`src/ctrl_pkg.sv`:
```
package ctrl_pkg;

        // Four-phase cycle, preceded by the power-up fetch
        typedef enum logic [3:0] {
                ph_idle     = 4'd0,
                ph_pc       = 4'd1,
                ph_nop1     = 4'd2,
                ph_nop2     = 4'd3,
                ph_get_ins  = 4'd4,
                ph_decode   = 4'd5,
                ph_perform  = 4'd6,
                ph_wait     = 4'd7,
                ph_get_ins1 = 4'd8
        } phase_e;

        // Condition that turns the next fetch into a skip
        typedef enum logic [1:0] {
                skip_none    = 2'd0,
                skip_on_zero = 2'd1,
                skip_on_test = 2'd2
        } skip_kind_e;

endpackage

```
`src/pic_isa_pkg.sv`:
```
package pic_isa_pkg;

        // Instruction word geometry
        localparam int unsigned insn_w = 12;

        // Major opcode nibble
        localparam int unsigned opc_hi = 11;
        localparam int unsigned opc_lo = 8;

        // Function pair inside a byte-oriented group
        localparam int unsigned fn_hi = 7;
        localparam int unsigned fn_lo = 6;

        // d bit of byte-oriented formats, top of the file address below it
        localparam int unsigned dest_bit = 5;

        typedef enum logic [4:0] {
                op_nop,
                addwf,
                andwf,
                clrf,
                clrw,
                comf,
                decf,
                decfsz,
                incf,
                incfsz,
                iorwf,
                movf,
                movwf,
                rlf,
                rrf,
                subwf,
                swapf,
                xorwf,
                bcf,
                bsf,
                btfsc,
                btfss,
                andlw,
                iorlw,
                movlw,
                xorlw,
                call,
                goto_op,
                retlw
        } opcode_e;

endpackage
```
`src/decoded_insn_if.sv`:
```
`timescale 1ns/1ps

interface decoded_insn_if
        import pic_isa_pkg::*;
        import ctrl_pkg::*;
();

        opcode_e    opcode;
        logic       dest_f;
        logic       uses_file;
        skip_kind_e skip_kind;

        modport decoder (
                output opcode,
                output dest_f,
                output uses_file,
                output skip_kind
        );

        modport sequencer (input skip_kind);

        modport encoder (
                input opcode,
                input dest_f,
                input uses_file
        );

endinterface

```
`src/control_unit.sv`:
```
`timescale 1ns/1ps

module control_unit
        import pic_isa_pkg::*;
        import ctrl_pkg::*;
(
        input  logic              clk,
        input  logic              rst_n,
        input  logic [insn_w-1:0] instruction,
        input  logic              z_flag,
        input  logic              skip_test,
        output logic              load_ins,
        output logic              sel_code,
        output logic              inc_pc,
        output logic              en_addr,
        output logic              load_w,
        output logic              write,
        output logic              load_c,
        output logic              load_z,
        output logic              load_dc,
        output logic              load_from_pc,
        output logic              load_from_stk1,
        output logic              load_from_stk2,
        output logic              load_pc_from_literal,
        output logic              load_stk1_to_pc,
        output logic              pch8_mux_sel
);

        phase_e phase;

        decoded_insn_if dec_if ();

        insn_decoder u_insn_decoder (
                .instruction (instruction),
                .dec         (dec_if.decoder)
        );

        cycle_sequencer u_cycle_sequencer (
                .clk       (clk),
                .rst_n     (rst_n),
                .dec       (dec_if.sequencer),
                .z_flag    (z_flag),
                .skip_test (skip_test),
                .phase     (phase),
                .load_ins  (load_ins),
                .sel_code  (sel_code)
        );

        strobe_encoder u_strobe_encoder (
                .phase                (phase),
                .dec                  (dec_if.encoder),
                .inc_pc               (inc_pc),
                .en_addr              (en_addr),
                .load_w               (load_w),
                .write                (write),
                .load_c               (load_c),
                .load_z               (load_z),
                .load_dc              (load_dc),
                .load_from_pc         (load_from_pc),
                .load_from_stk1       (load_from_stk1),
                .load_from_stk2       (load_from_stk2),
                .load_pc_from_literal (load_pc_from_literal),
                .load_stk1_to_pc      (load_stk1_to_pc),
                .pch8_mux_sel         (pch8_mux_sel)
        );

endmodule

```
`src/strobe_encoder.sv`:
```
`timescale 1ns/1ps

module strobe_encoder
        import pic_isa_pkg::*;
        import ctrl_pkg::*;
(
        input  phase_e           phase,
        decoded_insn_if.encoder  dec,
        output logic             inc_pc,
        output logic             en_addr,
        output logic             load_w,
        output logic             write,
        output logic             load_c,
        output logic             load_z,
        output logic             load_dc,
        output logic             load_from_pc,
        output logic             load_from_stk1,
        output logic             load_from_stk2,
        output logic             load_pc_from_literal,
        output logic             load_stk1_to_pc,
        output logic             pch8_mux_sel
);

        always_comb begin
                inc_pc               = 1'b0;
                en_addr              = 1'b0;
                load_w               = 1'b0;
                write                = 1'b0;
                load_c               = 1'b0;
                load_z               = 1'b0;
                load_dc              = 1'b0;
                load_from_pc         = 1'b0;
                load_from_stk1       = 1'b0;
                load_from_stk2       = 1'b0;
                load_pc_from_literal = 1'b0;
                load_stk1_to_pc      = 1'b0;
                pch8_mux_sel         = 1'b0;

                case (phase)
                        ph_pc: inc_pc = 1'b1;
                        ph_decode: begin
                                inc_pc  = 1'b1;
                                en_addr = dec.uses_file;
                        end
                        ph_perform: begin
                                case (dec.opcode)
                                        addwf, subwf: begin
                                                write   = dec.dest_f;
                                                load_w  = !dec.dest_f;
                                                load_c  = 1'b1;
                                                load_z  = 1'b1;
                                                load_dc = 1'b1;
                                        end
                                        andwf, comf, decf, incf, iorwf, movf, xorwf: begin
                                                write  = dec.dest_f;
                                                load_w = !dec.dest_f;
                                                load_z = 1'b1;
                                        end
                                        rlf, rrf: begin
                                                write  = dec.dest_f;
                                                load_w = !dec.dest_f;
                                                load_c = 1'b1;
                                        end
                                        decfsz, incfsz, swapf: begin
                                                write  = dec.dest_f;
                                                load_w = !dec.dest_f;
                                        end
                                        clrf: begin
                                                write  = 1'b1;
                                                load_z = 1'b1;
                                        end
                                        clrw, movlw: load_w = 1'b1;
                                        movwf, bcf, bsf: write = 1'b1;
                                        andlw, iorlw, xorlw: begin
                                                load_w = 1'b1;
                                                load_z = 1'b1;
                                        end
                                        call: begin
                                                // Push PC to level 1, level 1 to level 2
                                                load_from_pc         = 1'b1;
                                                load_from_stk1       = 1'b1;
                                                load_pc_from_literal = 1'b1;
                                        end
                                        goto_op: begin
                                                load_pc_from_literal = 1'b1;
                                                pch8_mux_sel         = 1'b1;
                                        end
                                        retlw: begin
                                                load_w          = 1'b1;
                                                load_stk1_to_pc = 1'b1;
                                                load_from_stk2  = 1'b1;
                                        end
                                        // NOP and bit tests only steer the skip
                                        default: ;
                                endcase
                        end
                        default: ;
                endcase
        end

endmodule

```
`src/cycle_sequencer.sv`:
```
`timescale 1ns/1ps

module cycle_sequencer
        import ctrl_pkg::*;
(
        input  logic               clk,
        input  logic               rst_n,
        decoded_insn_if.sequencer  dec,
        input  logic               z_flag,
        input  logic               skip_test,
        output phase_e             phase,
        output logic               load_ins,
        output logic               sel_code
);

        phase_e state;
        phase_e next_state;

        always_ff @(posedge clk) begin
                if (!rst_n)
                        state <= ph_idle;
                else
                        state <= next_state;
        end

        always_comb begin
                case (state)
                        ph_idle:     next_state = ph_pc;
                        ph_pc:       next_state = ph_nop1;
                        ph_nop1:     next_state = ph_nop2;
                        ph_nop2:     next_state = ph_get_ins;
                        ph_get_ins:  next_state = ph_decode;
                        ph_decode:   next_state = ph_perform;
                        ph_perform:  next_state = ph_wait;
                        ph_wait:     next_state = ph_get_ins1;
                        ph_get_ins1: next_state = ph_decode;
                        default:     next_state = ph_idle;
                endcase
        end

        assign phase    = state;
        assign load_ins = (state == ph_get_ins) || (state == ph_get_ins1);

        // IR still holds the previous instruction during ph_get_ins1
        always_comb begin
                sel_code = 1'b0;
                if (state == ph_get_ins1) begin
                        case (dec.skip_kind)
                                skip_on_zero: sel_code = z_flag;
                                skip_on_test: sel_code = skip_test;
                                default:      sel_code = 1'b0;
                        endcase
                end
        end

endmodule

```
`src/insn_decoder.sv`:
```
`timescale 1ns/1ps

module insn_decoder
        import pic_isa_pkg::*;
        import ctrl_pkg::*;
(
        input  logic [insn_w-1:0] instruction,
        decoded_insn_if.decoder   dec
);

        logic [opc_hi-opc_lo:0] major;
        logic [fn_hi-fn_lo:0]   fn;
        opcode_e                op;

        assign major = instruction[opc_hi:opc_lo];
        assign fn    = instruction[fn_hi:fn_lo];

        always_comb begin
                op = op_nop;
                case (major)
                        4'h0: begin
                                case (fn)
                                        2'b00: begin
                                                // OPTION, TRIS, SLEEP, CLRWDT fall through as NOP
                                                if (instruction[dest_bit])
                                                        op = movwf;
                                        end
                                        2'b01: begin
                                                if (instruction[dest_bit])
                                                        op = clrf;
                                                else if (instruction[dest_bit-1:0] == '0)
                                                        op = clrw;
                                        end
                                        2'b10: op = subwf;
                                        default: op = decf;
                                endcase
                        end
                        4'h1: begin
                                case (fn)
                                        2'b00: op = iorwf;
                                        2'b01: op = andwf;
                                        2'b10: op = xorwf;
                                        default: op = addwf;
                                endcase
                        end
                        4'h2: begin
                                case (fn)
                                        2'b00: op = movf;
                                        2'b01: op = comf;
                                        2'b10: op = incf;
                                        default: op = decfsz;
                                endcase
                        end
                        4'h3: begin
                                case (fn)
                                        2'b00: op = rrf;
                                        2'b01: op = rlf;
                                        2'b10: op = swapf;
                                        default: op = incfsz;
                                endcase
                        end
                        // Bit operations
                        4'h4: op = bcf;
                        4'h5: op = bsf;
                        4'h6: op = btfsc;
                        4'h7: op = btfss;
                        // Control transfer and literals
                        4'h8: op = retlw;
                        4'h9: op = call;
                        4'ha, 4'hb: op = goto_op;
                        4'hc: op = movlw;
                        4'hd: op = iorlw;
                        4'he: op = andlw;
                        default: op = xorlw;
                endcase
        end

        assign dec.opcode = op;
        assign dec.dest_f = instruction[dest_bit];

        assign dec.uses_file = op inside {addwf, andwf, clrf, comf, decf, decfsz, incf,
                                          incfsz, iorwf, movf, movwf, rlf, rrf, subwf,
                                          swapf, xorwf, bcf, bsf, btfsc, btfss};

        always_comb begin
                case (op)
                        decfsz, incfsz: dec.skip_kind = skip_on_zero;
                        btfsc, btfss:   dec.skip_kind = skip_on_test;
                        default:        dec.skip_kind = skip_none;
                endcase
        end

endmodule

```
`config.mk`:
```
export PLATFORM = sky130hd
export DESIGN_NAME = control_unit
export DESIGN_NICKNAME = d
export VERILOG_FILES = /design/src/ctrl_pkg.sv /design/src/pic_isa_pkg.sv /design/src/decoded_insn_if.sv /design/src/control_unit.sv /design/src/strobe_encoder.sv /design/src/cycle_sequencer.sv /design/src/insn_decoder.sv
export SDC_FILE = /design/constraint.sdc
export NUM_CORES = 1
export LEC_CHECK = 0
export BUFFER_PORTS_ARGS = -buffer_cell sky130_fd_sc_hd__clkbuf_2
export CORE_MARGIN = 8
export CORE_UTILIZATION = 55
export CTS_CLUSTER_SIZE = 14
export DETAILED_ROUTE_END_ITERATION = 8
export PLACE_DENSITY = 0.83
export SETUP_SLACK_MARGIN = 0.5
export SLEW_MARGIN = 10
export SYNTH_ARGS = -nofsm -noshare
export SYNTH_HDL_FRONTEND = slang
export SYNTH_SLANG_ARGS = --single-unit
```
`constraint.sdc`:
```
create_clock -name clk -period 3.4 [get_ports clk]
set_input_delay 0.17 -clock clk [delete_from_list [all_inputs] [get_ports clk]]
set_output_delay 0.17 -clock clk [all_outputs]
set_load 0.005 [all_outputs]
```
# Word-level counts from Yosys, hierarchy flattened
# Memory sizes are Yosys's and may differ from the RTL's. A register that Yosys moved wholly into a read port is not among the register bits.
# Cells that the tools add are included.
# word_totals
reg_bits	0
latch_bits	0
mem_bits_rw	0
rom_bits	64
input_bits	16
n_memories	1
# memory_table
memory	words	word_bits	read_ports	rd_ports_with_merged_regs	wr	line_no	source
(name not given)	16	4	1	1	0	cycle_sequencer.sv:27	case (state)
# classes
addsub	0
multipliers	0
div	0
n_lt_le_gt_ge	0
n_eq_ne	51
shifts	0
muxes	31
n_bitwise	0
reduce_logical	18
# ops
operator	n
$pmux 5 s14	1
$eq 5x5->1 const B	13
$pmux 5 s3	3
$eq 5x4->1 const B	8
$eq 4x4->1 const B	8
$eq 4x3->1 const B	7
$eq 5x3->1 const B	4
$reduce_bool 20->1	1
$mux 1	19
$reduce_or 14->1	1
$reduce_or 13->1	1
$pmux 4 s3	1
$reduce_or 2->1	6
$eq 5x2->1 const B	2
$eq 4x1->1 const B	2
$eq 4x2->1 const B	2
$reduce_or 4->1	2
$pmux 1 s2	3
$reduce_or 6->1	1
$eq 5x1->1 const B	1
$logic_not 5->1	1
$mux 5	1
$eq 2x1->1 const B	2
$eq 2x2->1 const B	2
other kinds (7)	8

# Logic depth before layout (Yosys ltp)
# logic_depth
word_depth	11
depth_mapped	12
ltp_nobuf	12

# Cells and area by module
# From an unflattened synthesis, not the netlist that was laid out.
# unflattened
hier_cells	158
hier_area_um2	1124.8
# by_module_without_submodules
mod	n_inst	cells_per_inst	area_per_inst_um2
insn_decoder	1	73	486.7
strobe_encoder	1	57	364.1
cycle_sequencer	1	28	274.0

# Worst setup path after synthesis
# No wires, ideal clock.
# synth_timing
kind	input to output
from	in instruction[11]
to	out sel_code
t_arrival_ns	2.281
setup_slack_ns	0.949
stages	11
path_cell_list	buf_6 or4_1 buf_2 a21oi_1 a221o_1 buf_2 nand2_1 o22ai_1 nand2_1 ha_1 nor4b_1
# synth_via
elab_chain_cells	9
word_cells_on_any_way	28
cone_classes	eq/ne: 20; mux: 4; reduce/logical: 4
# synth_lines
item	line_no	source
from (decl)	control_unit.sv:9	input logic [insn_w-1:0] instruction,
$eq 4x4->1	insn_decoder.sv:20	case (major)
$reduce_or 2->1	insn_decoder.sv:20	
$pmux 5 s14 (*)	insn_decoder.sv:20	
$eq 5x5->1, or another cell as far along	insn_decoder.sv:86	case (op)
$reduce_or 2->1	insn_decoder.sv:86	
$pmux 2 s2 (*)	insn_decoder.sv:86	
$eq 2x2->1 / $eq 2x1->1 (equally long branches)	cycle_sequencer.sv:48	case (dec.skip_kind)
$pmux 1 s2 (*)	cycle_sequencer.sv:48	
$mux 1 (*)	cycle_sequencer.sv:47	if (state == ph_get_ins1) begin
to (decl)	control_unit.sv:13	output logic sel_code,
# Mark *: on every way between the ends. The rest lies on a longest branch, timed or not.

# Final worst setup path
# layout_timing
from	in instruction[8]
to	out sel_code
# Same word-level chain as after synthesis.

==> results.ini <==
[detailed_routing]
routedWlPerCell_um = 14.3
ant_nets = 0
wl_um = 3010
num_vias = 1240
drtPass1Iterations = 4
via_per_inst = 5.90
post-route-drc-count = 0
dr.first_iter.drc_count = 47

[clocking]
clk_latency_ns = 0.23
cts.htree.levels = 1
cts_hold_buf = 0
clock_path_buffers = 2
clk_pin_slew_worst_paths_ns = 0.03
cts_tree = yes
clock_sinks = 4
clockRootBuffer = clkbuf_4
cts_buffers = 3

[floorplan]
die-area_mm2 = 0.00374
pin_count = 31
die_w_um = 61.1
die-height_um = 61.1
rows = 16
core_region_area_mm2 = 0.00194
initial_core_util = 0.577

[sta]
rsz0062_at_grt = false
min_period_ns = 2.77
setup_violations = 0
drv_slew = 0
hold_ws_ns = 0.197
fmax_ghz = 0.361
fin_ws_ns = 0.630
maxSlewHeadroom = 0.655
worst_slew_pin_slew_ns = 0.510
post-route-period-util = 0.815
timing_hold_violations_final = 0
tns_ns = 0
clock_skew_ns = 0.00117

[setup_path]
crit_required_ns = 3.23
crit_fanout = 13
crit_family = simple AND/OR/NAND/NOR gates
critPathCaptureType = output port
crit_slowest_cell = or4_1
critPathArrivalTime_ns = 2.60
crit_path_max_incr_delay_ns = 0.69
critPathKind = in -> out
cp.buffers_inverters = 2
crit_path_start_kind = input pin
path_cells = clkbuf_2 -> or4_1 -> a21oi_1 -> a221o_2 -> nand2_1 -> o22ai_1 -> nand2_1 -> ha_1 -> nor4b_1 -> clkbuf_2

[global_route]
antenna_found_initial = 0
grt-busiest-layer = met2
grt_pass1_vias = 1086
grt-ovfl-total = 0
grt_pass1_wl_um = 4490
grt_util_all_layers = 0.148
grtUsageMet3 = 0.0188
grt_util_met2 = 0.252
grt.met1_usage = 0.190
grt_max_degree = 16

[logic_synthesis]
yosysWarnings = 0
yosys_most_used_dff = dfxtp_1
synth_edf_count = 0
synth_cell_types = 56
async_flop_share = 0
syn-instance-count = 158
synth-seq-cells = 4
avgSynthCellArea_um2 = 7.09
ys_seq_area_frac = 0.0715
synth_nets = 187
netlist_area_mm2 = 0.00112

[run_status]
status = complete, no violations

[power_and_ir_drop]
peakVddDrop_mv = 0.238
power_density_mw_per_mm2 = 201
p_leak_nw = 0.587

[cells_and_area]
stdcell_count = 210
syn_to_final_growth_pct = 16.3
n_antenna_cell = 0
drive_gt1_frac = 0.262
final_nets = 214
fillCellCount = 178
largest_reg_flops = 4

[flow_run]
cap_violations = 0

[worst_hold_path]
min_path_type = in -> reg

[place]
dp_cells = 203
dpl.hpwl_um = 2250
gp_congestion = 0.948
port_buffers = 30
dp_slack_ns = 0.445

==> cell usage in the layout (no fill, tap or decap), types with 3 or more instances in the layout <==
cell type  instances
and2_1             5
inv_1              9
o21ai_0            7
ha_1              13
nand2_1           14
a31oi_1            3
or3_1              3
buf_4              5
clkbuf_2          30
nor2b_1            5
nand2b_1           3
dfxtp_1            4
nor3_1             3
clkbuf_4           3
nor2_1            16
a21oi_1            6
mux2i_1            3
==> cell usage after synthesis, types with 2 or more instances <==
| library cell | count | area (µm²) |
|---|---|---|
| nor2b_1 | 5 | 31.3 |
| or3_1 | 3 | 18.8 |
| a31oi_1 | 3 | 18.8 |
| nand3_1 | 2 | 10.0 |
| mux2i_1 | 3 | 30.0 |
| xnor2_1 | 2 | 17.5 |
| o21a_1 | 2 | 15.0 |
| and4_1 | 2 | 17.5 |
| o21bai_1 | 2 | 15.0 |
| inv_1 | 9 | 33.8 |
| buf_6 | 2 | 22.5 |
| dfxtp_1 | 4 | 80.1 |
| o21ai_0 | 7 | 35.0 |
| o211ai_1 | 2 | 15.0 |
| o22ai_1 | 2 | 12.5 |
| a22oi_1 | 2 | 15.0 |
| a21oi_1 | 6 | 30.0 |
| buf_4 | 2 | 15.0 |
| and2_1 | 5 | 31.3 |
| nor3_1 | 4 | 20.0 |
| nor4_1 | 2 | 12.5 |
| buf_2 | 6 | 30.0 |
| ha_1 | 13 | 163 |
| nor2_1 | 16 | 60.1 |
| nor4b_1 | 2 | 17.5 |
| nand2b_1 | 3 | 18.8 |
| nand2_1 | 14 | 52.6 |
| a21o_1 | 2 | 15.0 |
| clkbuf_1 | 3 | 11.3 |
| nor3b_1 | 2 | 15.0 |
==> where the power goes <==
group | internal (mW) | switching (mW)
sequential | 0.0502 | 0.00358
clock | 0.0393 | 0.0173
combinational | 0.0641 | 0.0873
==> worst reg2reg max path, stage by stage, from the launching register on <==
cell     delay, ns
dfxtp_1       0.41
inv_1         0.11
ha_1          0.24
mux2i_1       0.14
o22ai_1       0.09
and2_1        0.16
==> worst paths after layout <==
check,from,to,slack (ns),cells past startpoint
setup / recovery,instruction[8],sel_code,0.63,10
hold / removal,rst_n,u_cycle_sequencer.phase[0],0.20,2
setup reg to reg,u_cycle_sequencer.phase[0],u_cycle_sequencer.phase[2],2.15,5
hold reg to reg,u_cycle_sequencer.phase[2],u_cycle_sequencer.phase[3],0.53,2
==> per-layer routing <==
| layer | wire length [µm] | up-vias |
|---|---|---|
| met5 | 0 | - |
| met4 | 26 | 0 |
| met3 | 226 | 4 |
| met2 | 1430 | 57 |
| met1 | 1330 | 558 |
| li1 | - | 621 |
==> cells by family after synthesis <==
group,after synthesis,share of synthesized area
AND/OR/NAND/NOR,72,0.371
AO/OA/AOI/OAI,41,0.259
buffers and inverters,22,0.101
adder cells (fa/ha/maj),13,0.145
multiplexers,4,0.0369
flip-flops,4,0.0715
XOR/XNOR,2,0.0156
==> through the flow <==
| step | util | total power [mW] | instance area, µm² |
|---|---|---|---|
| after detailed placement | 0.635 | 0.190 | 1230 |
| final | 0.671 | 0.262 | 1300 |
| after global placement | 0.635 | 0.185 | 1230 |
| after floorplan | - | 0.161 | 1120 |
| after global routing | 0.671 | 0.284 | 1300 |
| after CTS | 0.647 | 0.250 | 1260 |
==> what timing repair did <==
action | 4_1_cts | 5_1_grt
endpoints found under the hold margin | 0 | 0
endpoints found under the setup margin | 1 | 1
buffers inserted | 0 | 4
resized for setup | 1 | 2
==> area by class of cell <==
cell class	instances	area [µm²]	area share
clock buffers	3	22.5	0.0173
inverters	9	33.8	0.0259
multi-input cells	132	945	0.725
flip-flops and latches	4	80.1	0.0615
well taps	27	33.8	0.0259
repair buffers	35	188	0.144
(Power assumes the default switching activity.)
